### src/hdl/rvc_pkg.sv
package rvc_pkg;

   localparam int unsigned xlen = 32;

   localparam logic [xlen-1:0] reset_pc = 32'h0000_0000;

   // low two bits of a 32-bit instruction
   localparam logic [1:0] op_full = 2'b11;

   // base opcodes used by the expander
   localparam logic [6:0] opc_op_imm = 7'b0010011;
   localparam logic [6:0] opc_op     = 7'b0110011;
   localparam logic [6:0] opc_lui    = 7'b0110111;
   localparam logic [6:0] opc_jal    = 7'b1101111;
   localparam logic [6:0] opc_jalr   = 7'b1100111;

   // addi x0, x0, 0
   localparam logic [xlen-1:0] nop_instr = {12'd0, 5'd0, 3'b000, 5'd0, opc_op_imm};

   // instruction queue states
   localparam logic [1:0] st_empty = 2'b00;
   localparam logic [1:0] st_half  = 2'b01;
   localparam logic [1:0] st_comp  = 2'b10;
   localparam logic [1:0] st_jump  = 2'b11;

   typedef union packed {
      logic [xlen-1:0]  word;
      logic [1:0][15:0] half;
   } fetch_word_u;

   typedef struct packed {
      fetch_word_u     data;
      logic [xlen-1:0] addr;
      logic            valid;
   } fetch_req_t;

   typedef struct packed {
      logic [xlen-1:0] instr;
      logic [xlen-1:0] pc;
      logic            compressed;
      logic            valid;
   } queue_out_t;

   typedef struct packed {
      logic [xlen-1:0] instr;
      logic [xlen-1:0] pc;
      logic            illegal;
      logic            valid;
   } exp_out_t;

endpackage

### src/hdl/fetch_top.sv
`timescale 1ns/1ps

module fetch_top (
   input  logic                     clk_i,
   input  logic                     rst_i,
   input  logic                     hold_i,
   input  logic                     redirect_i,
   input  logic [rvc_pkg::xlen-1:0] redirect_pc_i,
   input  logic [rvc_pkg::xlen-1:0] imem_data_i,
   output logic [rvc_pkg::xlen-1:0] imem_addr_o,
   output rvc_pkg::exp_out_t        out_o
);

   rvc_pkg::fetch_req_t fetch_req;
   rvc_pkg::queue_out_t queue_out;
   logic                fetch_stall;

   fetch_unit i_fetch (
      .clk_i         (clk_i),
      .rst_i         (rst_i),
      .hold_i        (hold_i),
      .redirect_i    (redirect_i),
      .redirect_pc_i (redirect_pc_i),
      .fetch_stall_i (fetch_stall),
      .imem_data_i   (imem_data_i),
      .imem_addr_o   (imem_addr_o),
      .fetch_o       (fetch_req)
   );

   // combinational split, same cycle as the word
   instr_queue i_queue (
      .clk_i         (clk_i),
      .rst_i         (rst_i),
      .hold_i        (hold_i),
      .redirect_i    (redirect_i),
      .redirect_pc_i (redirect_pc_i),
      .fetch_i       (fetch_req),
      .fetch_stall_o (fetch_stall),
      .queue_o       (queue_out)
   );

   rvc_expander i_expander (
      .clk_i   (clk_i),
      .rst_i   (rst_i),
      .hold_i  (hold_i),
      .queue_i (queue_out),
      .out_o   (out_o)
   );

endmodule

### src/hdl/fetch_unit.sv
`timescale 1ns/1ps

module fetch_unit (
   input  logic                     clk_i,
   input  logic                     rst_i,
   input  logic                     hold_i,
   input  logic                     redirect_i,
   input  logic [rvc_pkg::xlen-1:0] redirect_pc_i,
   input  logic                     fetch_stall_i,
   input  logic [rvc_pkg::xlen-1:0] imem_data_i,
   output logic [rvc_pkg::xlen-1:0] imem_addr_o,
   output rvc_pkg::fetch_req_t      fetch_o
);

   logic [rvc_pkg::xlen-1:0] addr_r;
   logic [rvc_pkg::xlen-1:0] addr_nx;
   logic                     advance;

   // word is consumed only when nothing blocks it
   assign advance = !hold_i && !fetch_stall_i && !redirect_i;

   always_comb begin
      addr_nx = addr_r;
      if (redirect_i) begin
         // queue remembers bit 1, memory only sees words
         addr_nx = {redirect_pc_i[rvc_pkg::xlen-1:2], 2'b00};
      end
      else if (advance) begin
         addr_nx = addr_r + 32'd4;
      end
   end

   always_ff @(posedge clk_i) begin
      if (!rst_i) begin
         addr_r <= rvc_pkg::reset_pc;
      end
      else if (!hold_i) begin
         addr_r <= addr_nx;
      end
   end

   assign imem_addr_o = addr_r;

   // memory answers in the same cycle
   always_comb begin
      fetch_o           = '0;
      fetch_o.data.word = imem_data_i;
      fetch_o.addr      = addr_r;
      fetch_o.valid     = advance;
   end

   a_addr_aligned: assert property (
      @(posedge clk_i) disable iff (!rst_i)
      imem_addr_o[1:0] == 2'b00
   ) else $error("fetch address not word aligned: %h", imem_addr_o);

endmodule

### src/hdl/instr_queue.sv
`timescale 1ns/1ps

module instr_queue (
   input  logic                     clk_i,
   input  logic                     rst_i,
   input  logic                     hold_i,
   input  logic                     redirect_i,
   input  logic [rvc_pkg::xlen-1:0] redirect_pc_i,
   input  rvc_pkg::fetch_req_t      fetch_i,
   output logic                     fetch_stall_o,
   output rvc_pkg::queue_out_t      queue_o
);

   logic [1:0]               state_r;
   logic [1:0]               state_nx;
   logic [15:0]              parcel_r;
   logic [15:0]              parcel_nx;
   logic [rvc_pkg::xlen-1:0] pc_r;
   logic [rvc_pkg::xlen-1:0] pc_nx;
   logic                     active;
   logic                     skip_lo;
   logic                     lo_full;
   logic                     hi_full;
   logic [rvc_pkg::xlen-1:0] word_addr;

   assign active  = !hold_i && !redirect_i;
   assign lo_full = fetch_i.data.half[0][1:0] == rvc_pkg::op_full;
   assign hi_full = fetch_i.data.half[1][1:0] == rvc_pkg::op_full;

   // jump target on the upper parcel
   assign skip_lo = (state_r == rvc_pkg::st_jump) && pc_r[1];

   // second compressed of a word still buffered
   assign fetch_stall_o = state_r == rvc_pkg::st_comp;

   always_comb begin
      state_nx   = state_r;
      parcel_nx  = parcel_r;
      pc_nx      = pc_r;
      queue_o    = '0;
      queue_o.pc = pc_r;

      if (active) begin
         case (state_r)
            rvc_pkg::st_empty,
            rvc_pkg::st_jump: begin
               if (fetch_i.valid) begin
                  state_nx = rvc_pkg::st_empty;
                  if (skip_lo) begin
                     if (hi_full) begin
                        // lower half of a straddling instruction, nothing out yet
                        parcel_nx = fetch_i.data.half[1];
                        state_nx  = rvc_pkg::st_half;
                     end
                     else begin
                        queue_o.instr      = {16'h0000, fetch_i.data.half[1]};
                        queue_o.compressed = 1'b1;
                        queue_o.valid      = 1'b1;
                        pc_nx              = pc_r + 32'd2;
                     end
                  end
                  else if (lo_full) begin
                     queue_o.instr = fetch_i.data.word;
                     queue_o.valid = 1'b1;
                     pc_nx         = pc_r + 32'd4;
                  end
                  else begin
                     queue_o.instr      = {16'h0000, fetch_i.data.half[0]};
                     queue_o.compressed = 1'b1;
                     queue_o.valid      = 1'b1;
                     pc_nx              = pc_r + 32'd2;
                     parcel_nx          = fetch_i.data.half[1];
                     state_nx           = hi_full ? rvc_pkg::st_half : rvc_pkg::st_comp;
                  end
               end
            end

            rvc_pkg::st_half: begin
               // join buffered lower half with the new first parcel
               if (fetch_i.valid) begin
                  queue_o.instr = {fetch_i.data.half[0], parcel_r};
                  queue_o.valid = 1'b1;
                  pc_nx         = pc_r + 32'd4;
                  parcel_nx     = fetch_i.data.half[1];
                  state_nx      = hi_full ? rvc_pkg::st_half : rvc_pkg::st_comp;
               end
            end

            default: begin
               // st_comp, address is held so no word is taken
               queue_o.instr      = {16'h0000, parcel_r};
               queue_o.compressed = 1'b1;
               queue_o.valid      = 1'b1;
               pc_nx              = pc_r + 32'd2;
               state_nx           = rvc_pkg::st_empty;
            end
         endcase
      end

      if (redirect_i) begin
         state_nx = rvc_pkg::st_jump;
         pc_nx    = redirect_pc_i;
      end
   end

   always_ff @(posedge clk_i) begin
      if (!rst_i) begin
         state_r <= rvc_pkg::st_empty;
         pc_r    <= rvc_pkg::reset_pc;
      end
      else if (!hold_i) begin
         state_r <= state_nx;
         pc_r    <= pc_nx;
      end
   end

   always_ff @(posedge clk_i) begin
      if (!hold_i) begin
         parcel_r <= parcel_nx;
      end
   end

   // word the queue expects next, given where the pc stands
   assign word_addr = {pc_r[rvc_pkg::xlen-1:2], 2'b00}
                      + ((state_r == rvc_pkg::st_half) ? 32'd4 : 32'd0);

   a_no_emit_on_hold: assert property (
      @(posedge clk_i) disable iff (!rst_i)
      hold_i |-> !queue_o.valid
   ) else $error("queue emitted while held");

   a_pc_halfword: assert property (
      @(posedge clk_i) disable iff (!rst_i)
      queue_o.valid |-> !queue_o.pc[0]
   ) else $error("queue pc not halfword aligned: %h", queue_o.pc);

   // fetch address and queue pc must stay in step
   a_word_in_step: assert property (
      @(posedge clk_i) disable iff (!rst_i)
      fetch_i.valid && active |-> fetch_i.addr == word_addr
   ) else $error("fetched word %h does not follow pc %h", fetch_i.addr, pc_r);

endmodule

### src/hdl/rvc_expander.sv
`timescale 1ns/1ps

module rvc_expander (
   input  logic                clk_i,
   input  logic                rst_i,
   input  logic                hold_i,
   input  rvc_pkg::queue_out_t queue_i,
   output rvc_pkg::exp_out_t   out_o
);

   logic [15:0]              c;
   logic [4:0]               rd;
   logic [4:0]               rs2;
   logic [11:0]              imm6;
   logic [rvc_pkg::xlen-1:0] exp_instr;
   logic                     exp_illegal;
   logic [rvc_pkg::xlen-1:0] instr_r;
   logic [rvc_pkg::xlen-1:0] pc_r;
   logic                     illegal_r;
   logic                     valid_r;

   assign c    = queue_i.instr[15:0];
   assign rd   = c[11:7];
   assign rs2  = c[6:2];
   // sign extended 6-bit immediate of the CI format
   assign imm6 = {{6{c[12]}}, c[12], c[6:2]};

   always_comb begin
      exp_instr   = '0;
      exp_illegal = 1'b0;

      if (!queue_i.compressed) begin
         exp_instr = queue_i.instr;
      end
      else begin
         case (c[1:0])
            2'b01: begin
               case (c[15:13])
                  3'b000: begin
                     if (rd == 5'd0 && imm6 == 12'd0) begin
                        exp_instr = rvc_pkg::nop_instr;
                     end
                     else begin
                        exp_instr = {imm6, rd, 3'b000, rd, rvc_pkg::opc_op_imm};
                     end
                  end
                  3'b010: begin
                     // c.li
                     exp_instr = {imm6, 5'd0, 3'b000, rd, rvc_pkg::opc_op_imm};
                  end
                  3'b011: begin
                     // rd 2 is c.addi16sp, not in the subset
                     if (rd == 5'd0 || rd == 5'd2 || imm6 == 12'd0) begin
                        exp_illegal = 1'b1;
                     end
                     else begin
                        exp_instr = {{8{c[12]}}, imm6, rd, rvc_pkg::opc_lui};
                     end
                  end
                  3'b101: begin
                     // c.j, offset bits scattered over the CJ format
                     exp_instr = {c[12], c[8], c[10:9], c[6], c[7], c[2], c[11], c[5:3],
                                  c[12], {8{c[12]}}, 5'd0, rvc_pkg::opc_jal};
                  end
                  default: begin
                     exp_illegal = 1'b1;
                  end
               endcase
            end

            2'b10: begin
               if (c[15:13] != 3'b100) begin
                  exp_illegal = 1'b1;
               end
               else if (!c[12]) begin
                  if (rs2 != 5'd0) begin
                     // c.mv
                     exp_instr = {7'd0, rs2, 5'd0, 3'b000, rd, rvc_pkg::opc_op};
                  end
                  else if (rd != 5'd0) begin
                     // c.jr
                     exp_instr = {12'd0, rd, 3'b000, 5'd0, rvc_pkg::opc_jalr};
                  end
                  else begin
                     exp_illegal = 1'b1;
                  end
               end
               else if (rs2 != 5'd0) begin
                  // c.add
                  exp_instr = {7'd0, rs2, rd, 3'b000, rd, rvc_pkg::opc_op};
               end
               else begin
                  // c.jalr and c.ebreak are outside the subset
                  exp_illegal = 1'b1;
               end
            end

            default: begin
               exp_illegal = 1'b1;
            end
         endcase
      end
   end

   always_ff @(posedge clk_i) begin
      if (!rst_i) begin
         valid_r <= 1'b0;
      end
      else if (!hold_i) begin
         valid_r <= queue_i.valid;
      end
   end

   always_ff @(posedge clk_i) begin
      if (!hold_i) begin
         instr_r   <= exp_instr;
         pc_r      <= queue_i.pc;
         illegal_r <= exp_illegal;
      end
   end

   // result waits frozen under hold and shows once released
   always_comb begin
      out_o.instr   = instr_r;
      out_o.pc      = pc_r;
      out_o.illegal = illegal_r;
      out_o.valid   = valid_r && !hold_i;
   end

   a_full_never_illegal: assert property (
      @(posedge clk_i) disable iff (!rst_i)
      queue_i.valid && !queue_i.compressed && !hold_i |=> !out_o.illegal
   ) else $error("32-bit instruction flagged illegal at pc %h", out_o.pc);

endmodule

### config.mk
export PLATFORM = sky130hd
export DESIGN_NAME = fetch_top
export DESIGN_NICKNAME = d
export VERILOG_FILES = /design/src/hdl/rvc_pkg.sv /design/src/hdl/fetch_top.sv /design/src/hdl/fetch_unit.sv /design/src/hdl/instr_queue.sv /design/src/hdl/rvc_expander.sv
export SDC_FILE = /design/constraint.sdc
export NUM_CORES = 1
export LEC_CHECK = 0
export BUFFER_PORTS_ARGS = -buffer_cell sky130_fd_sc_hd__buf_2
export CORE_MARGIN = 2
export CORE_UTILIZATION = 52
export CTS_BUF_LIST = sky130_fd_sc_hd__clkbuf_8
export CTS_CLUSTER_DIAMETER = 100
export DETAILED_ROUTE_END_ITERATION = 8
export HOLD_SLACK_MARGIN = 0.1
export PLACE_DENSITY = 0.81
export SYNTH_ARGS = -nofsm -noshare
export SYNTH_HDL_FRONTEND = slang
export SYNTH_SLANG_ARGS = --single-unit
### constraint.sdc
create_clock -name clk_i -period 3.9 [get_ports clk_i]
set_clock_uncertainty 0.1 [all_clocks]
set_input_delay 0.585 -clock clk_i [delete_from_list [all_inputs] [get_ports clk_i]]
set_output_delay 0.585 -clock clk_i [all_outputs]
set_load 0.05 [all_outputs]
# --- Word level (Yosys, flattened, before mapping) ---
# Index checks and enable logic that the tools add are counted.
word_totals:
  reg_bits: 148
  in_bits: 68
  output_inout_bits: 98
  wordCells: 115
op_classes:
  addsub: 3
  n_eq_ne: 19
  mux: 58
  bitwise_logic: 1
  n_reduce_logical: 26
ops:
  columns: ["cell", "count"]
  rows:
  - ["$mux 32", 20]
  - ["$pmux 32 s2", 3]
  - ["$pmux 32 s4", 1]
  - ["$mux 16", 6]
  - ["$add 32x3->32 const B", 2]
  - ["$add 32x2->32 const B", 1]
  - ["$pmux 16 s2", 1]
  - ["$mux 25", 1]
  - ["$mux 2", 11]
  - ["$mux 20", 1]
  - ["$logic_not 12->1", 1]
  - ["$ne 3x3->1 const B", 4]
  - ["$eq 2x2->1 const B", 5]
  - ["$reduce_bool 5->1", 2]
  - ["$mux 1", 9]
  - ["$pmux 1 s2", 4]
  - ["$reduce_and 7->1", 1]
  - ["$eq 3x2->1 const B", 2]
  - ["$logic_and 1x1->1", 6]
  - ["$reduce_bool 2->1", 3]
  - ["$eq 5x2->1 const B", 1]
  - ["$logic_not 5->1", 1]
  - ["$reduce_and 5->1", 1]
  - ["$eq 2x1->1 const B", 2]
  - ["other kinds (14)", 18]

# --- Depth between registers and ports, before layout ---
# Gate-level depths: netlist of the first run.
logic_depth:
  ltp_word: 14
  ltp_mapped: 18
  depth_no_buf: 15

# --- Cells and area by module ---
# From an unflattened synthesis of the first run, not the netlist that was laid out.
hier_totals:
  cells_unflattened: 1119
  hier_area_um2: 9598.0
modules_own_cells:
  columns: ["mod", "n_inst", "cells_each", "area_each_um2", "seq_area_each_um2"]
  rows:
  - ["instr_queue", 1, 561, 4080.2, 1161.1]
  - ["rvc_expander", 1, 203, 2881.5, 1971.9]
  - ["fetch_unit", 1, 355, 2636.3, 600.6]

# --- Worst setup path after synthesis of the first run ---
# No wires, ideal clock.
synth_path:
  kind: "register to register"
  startpoint: "register i_queue.state_r[0]"
  endpoint: "register i_expander.instr_r[18] in the netlist's numbering, data pin"
  setup_time_ns: 0.278
  arrival_ns: 3.537
  path_slack_ns: -0.015
  path_stages_with_launch: 18
  n_path_buf: 4
  synth_period_minus_slack_ns: 3.915
  cell_sequence: "dfxtp_1 -> inv_1 -> ha_1 -> buf_6 -> or4b_4 -> buf_6 -> clkbuf_1 -> o21ai_0 -> nand2_1 -> ha_1 -> nor2b_1 -> and2_1 -> o21a_1 -> and4_1 -> or2_0 -> clkbuf_1 -> a32oi_1 -> o221ai_1"
synth_via:
  elab_chain_cells: 14
  word_cells_on_any_way: 43
synth_rtl:
  columns: ["element", "line", "text"]
  rows:
  - ["start, declared", "instr_queue.sv:14", "logic [1:0] state_r;"]
  - ["start signal, assigned", "instr_queue.sv:108", "state_r <= rvc_pkg::st_empty;"]
  - ["start signal, assigned", "instr_queue.sv:112", "state_r <= state_nx;"]
  - ["$eq 2x2->1", "instr_queue.sv:34", "assign fetch_stall_o = state_r == rvc_pkg::st_comp;"]
  - ["$logic_not 1->1", "fetch_unit.sv:20", "assign advance = !hold_i && !fetch_stall_i && !redirect_i;"]
  - ["$logic_and 1x1->1 (2 in a row)", "fetch_unit.sv:20", null]
  - ["$mux 32 (on tied branches)", "instr_queue.sv:80, instr_queue.sv:47", null]
  - ["$pmux 32 s2", "instr_queue.sv:44", "case (state_r)"]
  - ["$mux 32", "instr_queue.sv:43", "if (active) begin"]
  - ["$eq 5x2->1 (tied with other cells)", "rvc_expander.sv:53", "if (rd == 5'd0 || rd == 5'd2 || imm6 == 12'd0) begin"]
  - ["$logic_or 1x1->1 / $mux 20 (equally long branches)", "rvc_expander.sv:53, rvc_expander.sv:80", null]
  - ["$logic_or 1x1->1 / $mux 32 (equally long branches)", "rvc_expander.sv:53, rvc_expander.sv:76", null]
  - ["$mux 32 (on tied branches)", "rvc_expander.sv:53, rvc_expander.sv:75", null]
  - ["$pmux 32 s4 / $mux 32 (equally long branches)", "rvc_expander.sv:38, rvc_expander.sv:72", null]
  - ["$pmux 32 s2", "rvc_expander.sv:36", "case (c[1:0])"]
  - ["$mux 32 *", "rvc_expander.sv:32", "if (!queue_i.compressed) begin"]
  - ["via i_expander.exp_instr (one bit)", "rvc_expander.sv:15", "logic [rvc_pkg::xlen-1:0] exp_instr;"]
  - ["end signal, assigned", "rvc_expander.sv:116", "instr_r <= exp_instr;"]
  - ["end, declared", "rvc_expander.sv:17", "logic [rvc_pkg::xlen-1:0] instr_r;"]
# Mark *: on every way through the listed nets, which the timed path passes. The rest lies on a longest branch.
# A chain may end at the register's enable or synchronous reset.

# --- Worst setup path in the final report of the first run ---
layout_path:
  startpoint: "register i_queue.state_r[0]"
  endpoint: "register i_expander.instr_r[15] in the netlist's numbering, data pin"
# Same word-level chain as after synthesis.

==> results of run 1 <==
worst max-delay path, stage by stage (launching register included):
cell     delay [ps]
dfxtp_1         390
inv_1            60
ha_1            290
or4b_4          480
o21ai_0         280
nand2_1         170
inv_1            90
ha_1            260
nor2b_1         150
and2_1          150
o21ai_0         120
or4_1           580
o311a_1         430
o21ai_2          60
cell usage after synthesis (all sizes together), types with 7 or more instances:
library cell / instances / area, um2
a21oi: 99 / 495
clkbuf: 57 / 214
nand4: 18 / 113
o221ai: 9 / 78.8
o211ai: 12 / 95.1
ha: 8 / 100
edfxtp: 81 / 2430
nand2: 98 / 370
a31oi: 18 / 113
a21boi: 8 / 60.1
nand3: 43 / 215
inv: 14 / 52.6
and2: 18 / 113
and3: 15 / 93.8
nor2: 79 / 297
o22ai: 14 / 87.6
a22oi: 36 / 270
o21ai: 91 / 470
buf: 13 / 81.3
mux2i: 7 / 70.1
a211oi: 8 / 65.1
and4: 9 / 78.8
a21o: 11 / 82.6
dfxtp: 65 / 1300
nor3: 27 / 140
metal layers:
metal	part of all wire	routed length [um]
met1	0.44	12100
met2	0.41	11500
met3	0.13	3600
met4	0.019	525
met5	0	0
kinds of logic after synthesis:
group	count (synthesis)
AND/OR/NAND/NOR	347
AO/OA/AOI/OAI	391
multiplexers	7
flip-flops	146
adder cells (fa/ha/maj)	8
buffers and inverters	84
XOR/XNOR	2
other	1
where the power goes:
group          internal [uW]  switching (uW)
Clock                    814             585
Sequential              1720            85.3
Combinational            261             682
stage by stage:
| stage | power (uW) | hold slack [ps] | setup WS [ps] | utilization |
|---|---|---|---|---|
| final | 4150 | 238 | 169 | 0.634 |
| after global routing | 4300 | 236 | -4.60 | 0.634 |
| after CTS | 4130 | 232 | 90.4 | 0.633 |
| after detailed placement | 2760 | 331 | 61.6 | 0.605 |
| after global placement | 2750 | 313 | 170 | 0.605 |
| after floorplan | 2460 | 306 | 50.2 | - |
flip-flops by register name, summed over array words and instances (netlist names):
signal / count
i_expander.illegal_r: 1
i_expander.instr_r: 32
i_expander.pc_r: 32
i_expander.valid_r: 1
i_fetch.imem_addr_o: 30
i_queue.parcel_r: 16
i_queue.pc_r: 32
i_queue.state_r: 2
cell type report:
type / instances / area, um2
clock buffers: 17 / 234
inverters: 14 / 52.6
repair buffers: 201 / 1100
clock inverters: 15 / 224
multi-input cells: 757 / 4520
fillers: 1424 / 5860
flip-flops and latches: 146 / 3730
well taps: 216 / 270
final timing paths:
path / startpoint / to / cells after the start
max reg2reg: i_queue.state_r[0] / i_expander.instr_r[15] / 13
min: imem_data_i[24] / i_queue.parcel_r[8] / 1
min reg2reg: i_queue.pc_r[0] / i_expander.pc_r[0] / 0
max: i_queue.state_r[0] / i_expander.instr_r[15] / 13
==> flow_metrics.py, run 1 <==
metrics = {
    "global_route": {
        "grt.met1_usage": 0.478,
        "grtUsageTotal": 0.312,
        "grt_use_met2": 0.429,
        "first_global_vias": 7819,
        "gr-total-overflow": 0,
        "most_used_routing_layer": "met1",
        "grt_first_pass_wirelength_mm": 43.6,
        "gr-usage-met3": 0.0843,
        "grt_antenna_before_repair": 0,
        "grt_start_max_net_pins": 76,
    },
    "place": {
        "hpwl_mm": 19.9,
        "place.port_buffers": 163,
        "placedInstanceArea_um2": 9670,
        "gp_routability_congestion": 0.967,
        "dp_cells": 1334,
    },
    "cells_and_area": {
        "layout_commonest_cell": "buf_2",
        "antenna_cells_inserted": 0,
        "final_cell_mix": "163 x buf_2, 99 x a21oi_1, 97 x nand2_1",
        "area_delta_synth_final_pct": 18.2,
        "final_net_count": 1213,
        "final_area_um2": 10100,
        "final_cells": 1366,
        "drive_above_1_share": 0.217,
    },
    "timing": {
        "final_hold_viol_count": 0,
        "setup_violations": 0,
        "setup_repair_after_global_routing_missed_its_margin": "true",
        "timing.fmax_ghz": 0.268,
        "finalMaxSlewViolations": 0,
        "final.period_utilization": 0.957,
        "max_slew_margin": 0.187,
        "post-route-min-period_ps": 3730,
        "slew_worst_pin_ps": 1210,
        "accumulated_negative_setup_slack_ps": 0,
    },
    "drt": {
        "wire_per_inst_um": 20.3,
        "postRouteWirelength_mm": 27.7,
        "ant_nets": 0,
        "drt_iter0_markers": 1247,
        "routed_via_density": 6.58,
        "detailedRoute.firstPassIterationCount": 6,
        "routed-via-count": 8984,
        "route.detailed.drc": 0,
    },
    "run_status": {
        "status": "completed",
    },
    "clocking": {
        "cts_hold_buf": 0,
        "count_of_h_tree_levels_built_during_cts": 4,
        "cts_resized": 0,
        "cts.repair_timing.setup_buffer_count": 0,
        "root_buffer": "clkbuf_8",
        "clk_latency_ps": 470,
        "clock_tree.buffer_depth": 2,
        "clk_pin_slew_ps": 80,
        "clock-sinks": 146,
        "clock_tree_from_tritoncts": "built",
        "cts_made_buffers": 17,
    },
    "logic_synthesis": {
        "yosys_most_used_dff": "edfxtp_1",
        "synth_fa_ha_area_frac": 0.0117,
        "post_synth_inst_count": 986,
        "async_reset_ff_frac": 0,
        "synth.yosys.warnings": 0,
        "synth-edff-count": 81,
        "synth_compound_gate_area_share": 0.302,
        "synthSimpleGateAreaFrac": 0.200,
        "ys_seq_area_frac": 0.435,
        "largest_family_of_logic_cells_by_synthesized_area": "compound AO/OA/AOI/OAI gates",
        "synthMuxAreaShare": 0.00817,
        "post_synth_xor_area_fraction": 0.00204,
        "syn_avg_cell_area_um2": 8.70,
        "synth.ff_latch_count": 146,
        "synthesis.area_um2": 8580,
        "yosys.cell_types.count": 80,
    },
    "floorplanning": {
        "design.die.area_um2": 17500,
        "num_rows": 46,
        "initial_utilization": 0.536,
        "area_of_the_core_um2": 16000,
        "die_w_um": 132,
        "chipHeight_um": 132,
        "io_pins": 166,
    },
    "worst_setup_path": {
        "endpoint_kind": "register",
        "worstSetupStartpointType": "register",
        "cp.required_ps": 4130,
        "worstPathArrival_ps": 3960,
        "crit_type": "register to register",
        "r2r_slack_ps": 170,
        "worst-path-max-fanout": 7,
    },
    "job": {
        "max_cap_violations": 0,
    },
    "min_path": {
        "hold_class": "primary input to register",
    },
    "power": {
        "p_per_area_nw_per_um2": 410,
        "vdd.ir_drop.worst_mv": 0.215,
        "power.leakage_uw": 0.00390,
    },
}
(Power assumes the default switching activity.)
==> run 2, diff against run 1 <==
--- a/config.mk
+++ b/config.mk
@@ -6,8 +6,10 @@
 export NUM_CORES = 1
 export LEC_CHECK = 0
 export BUFFER_PORTS_ARGS = -buffer_cell sky130_fd_sc_hd__buf_2
+export CELL_PAD_IN_SITES_DETAIL_PLACEMENT = 1
+export CELL_PAD_IN_SITES_GLOBAL_PLACEMENT = 2
 export CORE_MARGIN = 2
-export CORE_UTILIZATION = 52
+export CORE_UTILIZATION = 31
 export CTS_BUF_LIST = sky130_fd_sc_hd__clkbuf_8
 export CTS_CLUSTER_DIAMETER = 100
 export DETAILED_ROUTE_END_ITERATION = 8
==> run 2 against run 1 <==
First-iteration DRC count decreased by 42%. Highest routed layer unchanged. Cell count increased by 12%. Non-clock buffer count increased by 12. Clock power about the same. Critical endpoint is now i_expander.instr_r[18]. Largest power group unchanged.
==> flow_metrics.py, run 2 (synthesized netlist as in run 1, its figures left out) <==
metrics = {
    "global_route": {
        "grt_start_max_net_pins": 74,
        "grtUsageTotal": 0.236,
        "grt_first_pass_wirelength_mm": 52.8,
        "gr-total-overflow": 0,
        "first_global_vias": 8959,
        "grt_antenna_before_repair": 0,
    },
    "power": {
        "p_per_area_nw_per_um2": 401,
        "switching_share": 0.364,
        "seqPwrFrac": 0.434,
        "power.combinational.fraction": 0.238,
        "power.leakage_uw": 0.00393,
        "power.internal_uw": 2660,
        "power_frac_clock": 0.327,
        "netSwitchingPower_uw": 1520,
        "vdd.ir_drop.worst_mv": 0.189,
    },
    "clocking": {
        "root_buffer": "clkbuf_8",
        "clk_latency_ps": 490,
        "cts_made_buffers": 17,
        "clock-sinks": 146,
        "clock_tree_from_tritoncts": "built",
        "clk_pin_slew_ps": 100,
        "clock_tree.buffer_depth": 2,
        "cts_resized": 0,
        "count_of_h_tree_levels_built_during_cts": 4,
        "cts.repair_timing.setup_buffer_count": 0,
        "cts_hold_buf": 0,
    },
    "worst_setup_path": {
        "rr_worst_depth": 13,
        "worstSetupStartpointType": "register",
        "r2r_start": "i_queue.state_r[0]",
        "cp.required_ps": 4020,
        "reg2reg_to": "i_expander.instr_r[18]",
        "worstPathArrival_ps": 3810,
        "endpoint_kind": "register",
        "worst-path-max-fanout": 6,
        "r2r_slack_ps": 210,
        "crit_type": "register to register",
    },
    "floorplanning": {
        "io_pins": 166,
        "chipHeight_um": 170,
        "die_w_um": 170,
        "initial_utilization": 0.317,
        "num_rows": 60,
        "design.die.area_um2": 29000,
        "area_of_the_core_um2": 27100,
    },
    "place": {
        "dp_worst_setup_slack_ps": 37.1,
        "gp_routability_congestion": 0.904,
        "place.port_buffers": 163,
        "dp_cells": 1502,
        "hpwl_mm": 25.2,
    },
    "timing": {
        "final.period_utilization": 0.946,
        "slew_worst_pin_ps": 1020,
        "post-route-min-period_ps": 3690,
        "setup_violations": 0,
        "accumulated_negative_setup_slack_ps": 0,
        "timing.fmax_ghz": 0.271,
        "max_slew_margin": 0.320,
        "setup_ws_ps": 210,
        "final_hold_viol_count": 0,
        "finalMaxSlewViolations": 0,
    },
    "drt": {
        "route.detailed.drc": 0,
        "routed-via-count": 9115,
        "drt_iter0_markers": 727,
        "ant_nets": 0,
        "wire_per_inst_um": 22.4,
        "routed_via_density": 5.94,
        "postRouteWirelength_mm": 34.3,
        "detailedRoute.firstPassIterationCount": 5,
    },
    "min_path": {
        "min_from": "imem_data_i[24]",
        "hold_class": "primary input to register",
        "hold_path_end": "i_queue.parcel_r[8]",
        "worst_hold_path.num_cells": 1,
    },
    "cells_and_area": {
        "layout_commonest_cell": "buf_2",
        "final_net_count": 1225,
        "drive_above_1_share": 0.232,
        "final_cells": 1535,
        "top_regs": "i_expander.instr_r x32, i_expander.pc_r x32, i_queue.pc_r x32",
        "final_cell_mix": "163 x buf_2, 99 x a21oi_1, 97 x nand2_1",
        "area_delta_synth_final_pct": 21.4,
    },
    "run_status": {
        "status": "completed",
    },
    "job": {
        "max_cap_violations": 0,
    },
}
-- run 2: changes by cell type in the layout (fill, tap and decap cells not counted), moves of 3 or more --
cell       previous run  this run
inv_1                18        13
inv_6                 1         5
bufinv_16             6         3
buf_4                38        50
clkinv_4              0         3
-- run 2: stage by stage --
| stage | total power (uW) | hold slack (ps) | util | cell area, um2 |
|---|---|---|---|---|
| detailed placement | 2830 | 328 | 0.367 | 9960 |
| CTS | 4190 | 216 | 0.383 | 10400 |
| global placement | 2820 | 313 | 0.367 | 9960 |
| floorplan | 2460 | 306 | - | 8590 |
| finish | 4180 | 222 | 0.384 | 10400 |
| global route | 4340 | 226 | 0.384 | 10400 |
-- run 2: layer usage --
| layer | vias up | track usage | wire length, um |
|---|---|---|---|
| met2 | 369 | 0.350 | 14900 |
| met1 | 4515 | 0.348 | 16200 |
| met4 | 0 | 0.0728 | 761 |
| met3 | 54 | 0.0407 | 2470 |
| met5 | - | 0 | 0 |
| li1 | 4177 | - | - |
-- run 2: final cells by class --
type	count	area (um2)
Fill cell	3230	16700
Multi-Input combinational cell	757	4540
Sequential cell	146	3730
Timing Repair Buffer	213	1190
Tap cell	372	465
Clock buffer	17	234
Clock inverter	15	195
Inverter	14	52.6
Antenna cell	1	2.50
-- run 2: how the worst max path moves through the flow --
stage / startpoint / endpoint / slack (ps) / cells after the start
6_report: i_queue.state_r[0] / i_expander.instr_r[18] / 210 / 13
5_1_grt: i_queue.state_r[0] / i_expander.instr_r[1] / -5 / 14
4_1_cts: i_queue.state_r[0] / i_expander.instr_r[8] / 40 / 13
3_5_place_dp: hold_i / i_expander.instr_r[8] / 40 / 12
3_3_place_gp: hold_i / i_expander.instr_r[17] / 150 / 10
2_1_floorplan: i_queue.state_r[0] / i_expander.instr_r[18] / 50 / 17
-- run 2: power by group through the flow --
stage	sequential (uW)	combinational [uW]	clock, uW
after floorplan	2020	441	0
after CTS	1810	986	1390
after detailed placement	1850	983	0
after global routing	1830	1070	1440
after global placement	1850	970	0
final	1820	996	1370
-- run 2: critical path, stage by stage (launching register included) --
cell	delay, ps
dfxtp_1	390
inv_1	60
ha_1	290
or4b_4	500
o21ai_0	190
nand2_1	170
ha_1	420
nor2b_1	80
and2_1	180
o21a_1	120
and4_1	220
or2_4	290
a32oi_2	250
o221ai_1	170
==> run 3, diff against run 2 <==
--- a/config.mk
+++ b/config.mk
@@ -13,6 +13,7 @@
 export CTS_BUF_LIST = sky130_fd_sc_hd__clkbuf_8
 export CTS_CLUSTER_DIAMETER = 100
 export DETAILED_ROUTE_END_ITERATION = 8
+export GPL_TIMING_DRIVEN = 0
 export HOLD_SLACK_MARGIN = 0.1
 export PLACE_DENSITY = 0.81
 export SYNTH_ARGS = -nofsm -noshare
==> run 3 against run 2 <==
Non-clock buffer count is 29 higher. Critical path type unchanged. Power is 1.1% lower. Combinational power hardly changed. Critical path depth is 3 higher. Sequential power hardly changed. Setup slack worse by 100 ps. Worst hold slack better by 11 ps. Largest cell class unchanged.
==> flow_metrics.py, run 3 (synthesized netlist as in run 1, its figures left out) <==
metrics = {
    "timing": {
        "final.period_utilization": 0.972,
        "setup_violations": 0,
        "finalMaxSlewViolations": 0,
        "post-route-min-period_ps": 3790,
        "max_slew_margin": 0.151,
        "accumulated_negative_setup_slack_ps": 0,
        "final_hold_viol_count": 0,
        "setup_repair_after_global_routing_missed_its_margin": "false",
        "timing.fmax_ghz": 0.264,
        "slew_worst_pin_ps": 1260,
    },
    "drt": {
        "wire_per_inst_um": 23.6,
        "detailedRoute.firstPassIterationCount": 6,
        "ant_nets": 0,
        "routed_via_density": 5.97,
        "route.detailed.drc": 0,
        "postRouteWirelength_mm": 36.9,
        "drt_iter0_markers": 949,
        "routed-via-count": 9338,
    },
    "clocking": {
        "cts_made_buffers": 17,
        "root_buffer": "clkbuf_8",
        "clock_tree_from_tritoncts": "built",
        "clock-sinks": 146,
        "clk_latency_ps": 470,
        "cts_hold_buf": 0,
        "clock_tree.buffer_depth": 2,
        "clk_pin_slew_ps": 100,
        "count_of_h_tree_levels_built_during_cts": 4,
    },
    "worst_setup_path": {
        "cell_repeated_most_along_the_worst_path": "buf_6",
        "worstPathArrival_ps": 3920,
        "reg2reg_to": "i_expander.instr_r[16]",
        "r2r_slack_ps": 110,
        "rr_worst_depth": 16,
        "worst-path-max-fanout": 11,
        "endpoint_kind": "register",
        "worstSetupStartpointType": "register",
        "slowest_stage": "or4b_4",
        "critPathMaxStageDelay_ps": 550,
        "cp_cell_sequence": "inv_1 -> ha_1 -> buf_6 -> or4b_4 -> buf_8 -> o21ai_4 -> nand2_4 -> ha_4 -> nor2b_4 -> and2_4 -> o21a_1 -> and4_4 -> nor2_2 -> buf_6 -> o221ai_1 -> a31o_2",
        "crit_type": "register to register",
        "r2r_start": "i_queue.state_r[0]",
        "cp.required_ps": 4030,
    },
    "cells_and_area": {
        "final_cell_mix": "166 x buf_2, 99 x a21oi_1, 95 x nand2_1",
        "top_regs": "i_expander.instr_r x32, i_expander.pc_r x32, i_queue.pc_r x32",
        "drive_above_1_share": 0.219,
        "layout_commonest_cell": "buf_2",
        "area_delta_synth_final_pct": 23.1,
        "final_net_count": 1254,
    },
    "min_path": {
        "min_from": "imem_data_i[26]",
        "hold_class": "primary input to register",
        "hold_path_end": "i_queue.parcel_r[10]",
        "worst_hold_path.num_cells": 1,
    },
    "power": {
        "power.internal_uw": 2580,
        "seqPwrFrac": 0.438,
        "power.combinational.fraction": 0.249,
        "netSwitchingPower_uw": 1550,
        "power_frac_clock": 0.313,
        "p_per_area_nw_per_um2": 391,
        "power.leakage_uw": 0.00389,
        "vdd.ir_drop.worst_mv": 0.168,
        "total_power_uw": 4130,
        "switching_share": 0.376,
    },
    "floorplanning": {
        "num_rows": 60,
        "die_w_um": 170,
        "io_pins": 166,
        "initial_utilization": 0.317,
        "design.die.area_um2": 29000,
        "chipHeight_um": 170,
        "area_of_the_core_um2": 27100,
    },
    "place": {
        "place.port_buffers": 161,
        "hpwl_mm": 27.5,
        "gp_routability_congestion": 0.934,
    },
    "global_route": {
        "gr-total-overflow": 0,
        "grt_antenna_before_repair": 2,
        "first_global_vias": 9138,
        "grt_start_max_net_pins": 39,
        "grtUsageTotal": 0.255,
        "grt_first_pass_wirelength_mm": 55.9,
    },
    "run_status": {
        "status": "completed",
    },
    "job": {
        "max_cap_violations": 0,
    },
}
## run 3: how the worst max path moves through the flow
stage | start | end | slack, ps
after floorplan | i_queue.state_r[0] | i_expander.instr_r[18] | 50
after global placement | hold_i | i_queue.parcel_r[2] | -1300
after detailed placement | hold_i | i_expander.instr_r[16] | -1110
after CTS | i_queue.state_r[0] | i_expander.instr_r[18] | -4
after global routing | i_queue.state_r[1] | i_expander.instr_r[8] | 7
final | i_queue.state_r[0] | i_expander.instr_r[16] | 110
## run 3: worst max-delay path: cells and delay by family, from the launching register on
family / cells / cell delay [ps]
AOI/OAI and AO/OA: 4 / 760
adders and majority gates: 2 / 510
buffers and inverters: 4 / 540
DFF: 1 / 390
and+or+nand+nor: 6 / 1260
## run 3: layout make-up
| cell class | instances | area (um2) |
|---|---|---|
| Multi-Input combinational cell | 757 | 4660 |
| Antenna cell | 2 | 5.00 |
| Sequential cell | 146 | 3740 |
| Buffer | 69 | 324 |
| Clock buffer | 17 | 234 |
| Tap cell | 372 | 465 |
| Clock inverter | 15 | 168 |
| Timing Repair Buffer | 173 | 916 |
| Fill cell | 3323 | 16500 |
| Inverter | 14 | 55.1 |
## run 3: power groups by stage
stage	combinational, uW	clock (uW)	sequential [uW]
2_1_floorplan	441	0	2020
3_3_place_gp	967	0	1840
3_5_place_dp	980	0	1840
4_1_cts	1000	1320	1810
5_1_grt	1090	1380	1830
6_report	1030	1290	1810
## run 3: metal layers
layer / routed length (um) / vias up / part of all wire / GRT usage
met4: 707 / 0 / 0.019 / 0.0751
met1: 17000 / 4642 / 0.46 / 0.374
li1: - / 4245 / - / -
met2: 16100 / 392 / 0.44 / 0.383
met3: 2990 / 59 / 0.081 / 0.0428
met5: 0 / - / 0 / 0
## run 3: stage by stage
stage	utilization	cell area [um2]	hold slack, ps	instances	setup WS, ps
floorplan	-	8590	306	987	50.2
global placement	0.364	9860	313	1520	-1300
detailed placement	0.365	9900	327	1522	-1110
CTS	0.387	10500	208	1563	-4.10
global route	0.390	10600	212	1564	7.17
finish	0.390	10600	233	1565	109
## run 3: what timing repair did
| action | in CTS | in global routing |
|---|---|---|
| resized for setup | 36 | 22 |
| endpoints found under the setup margin | 30 | 28 |
| hold endpoints to repair | 0 | 0 |
| buffers inserted | 9 | 1 |
| pin swaps | 10 | 6 |
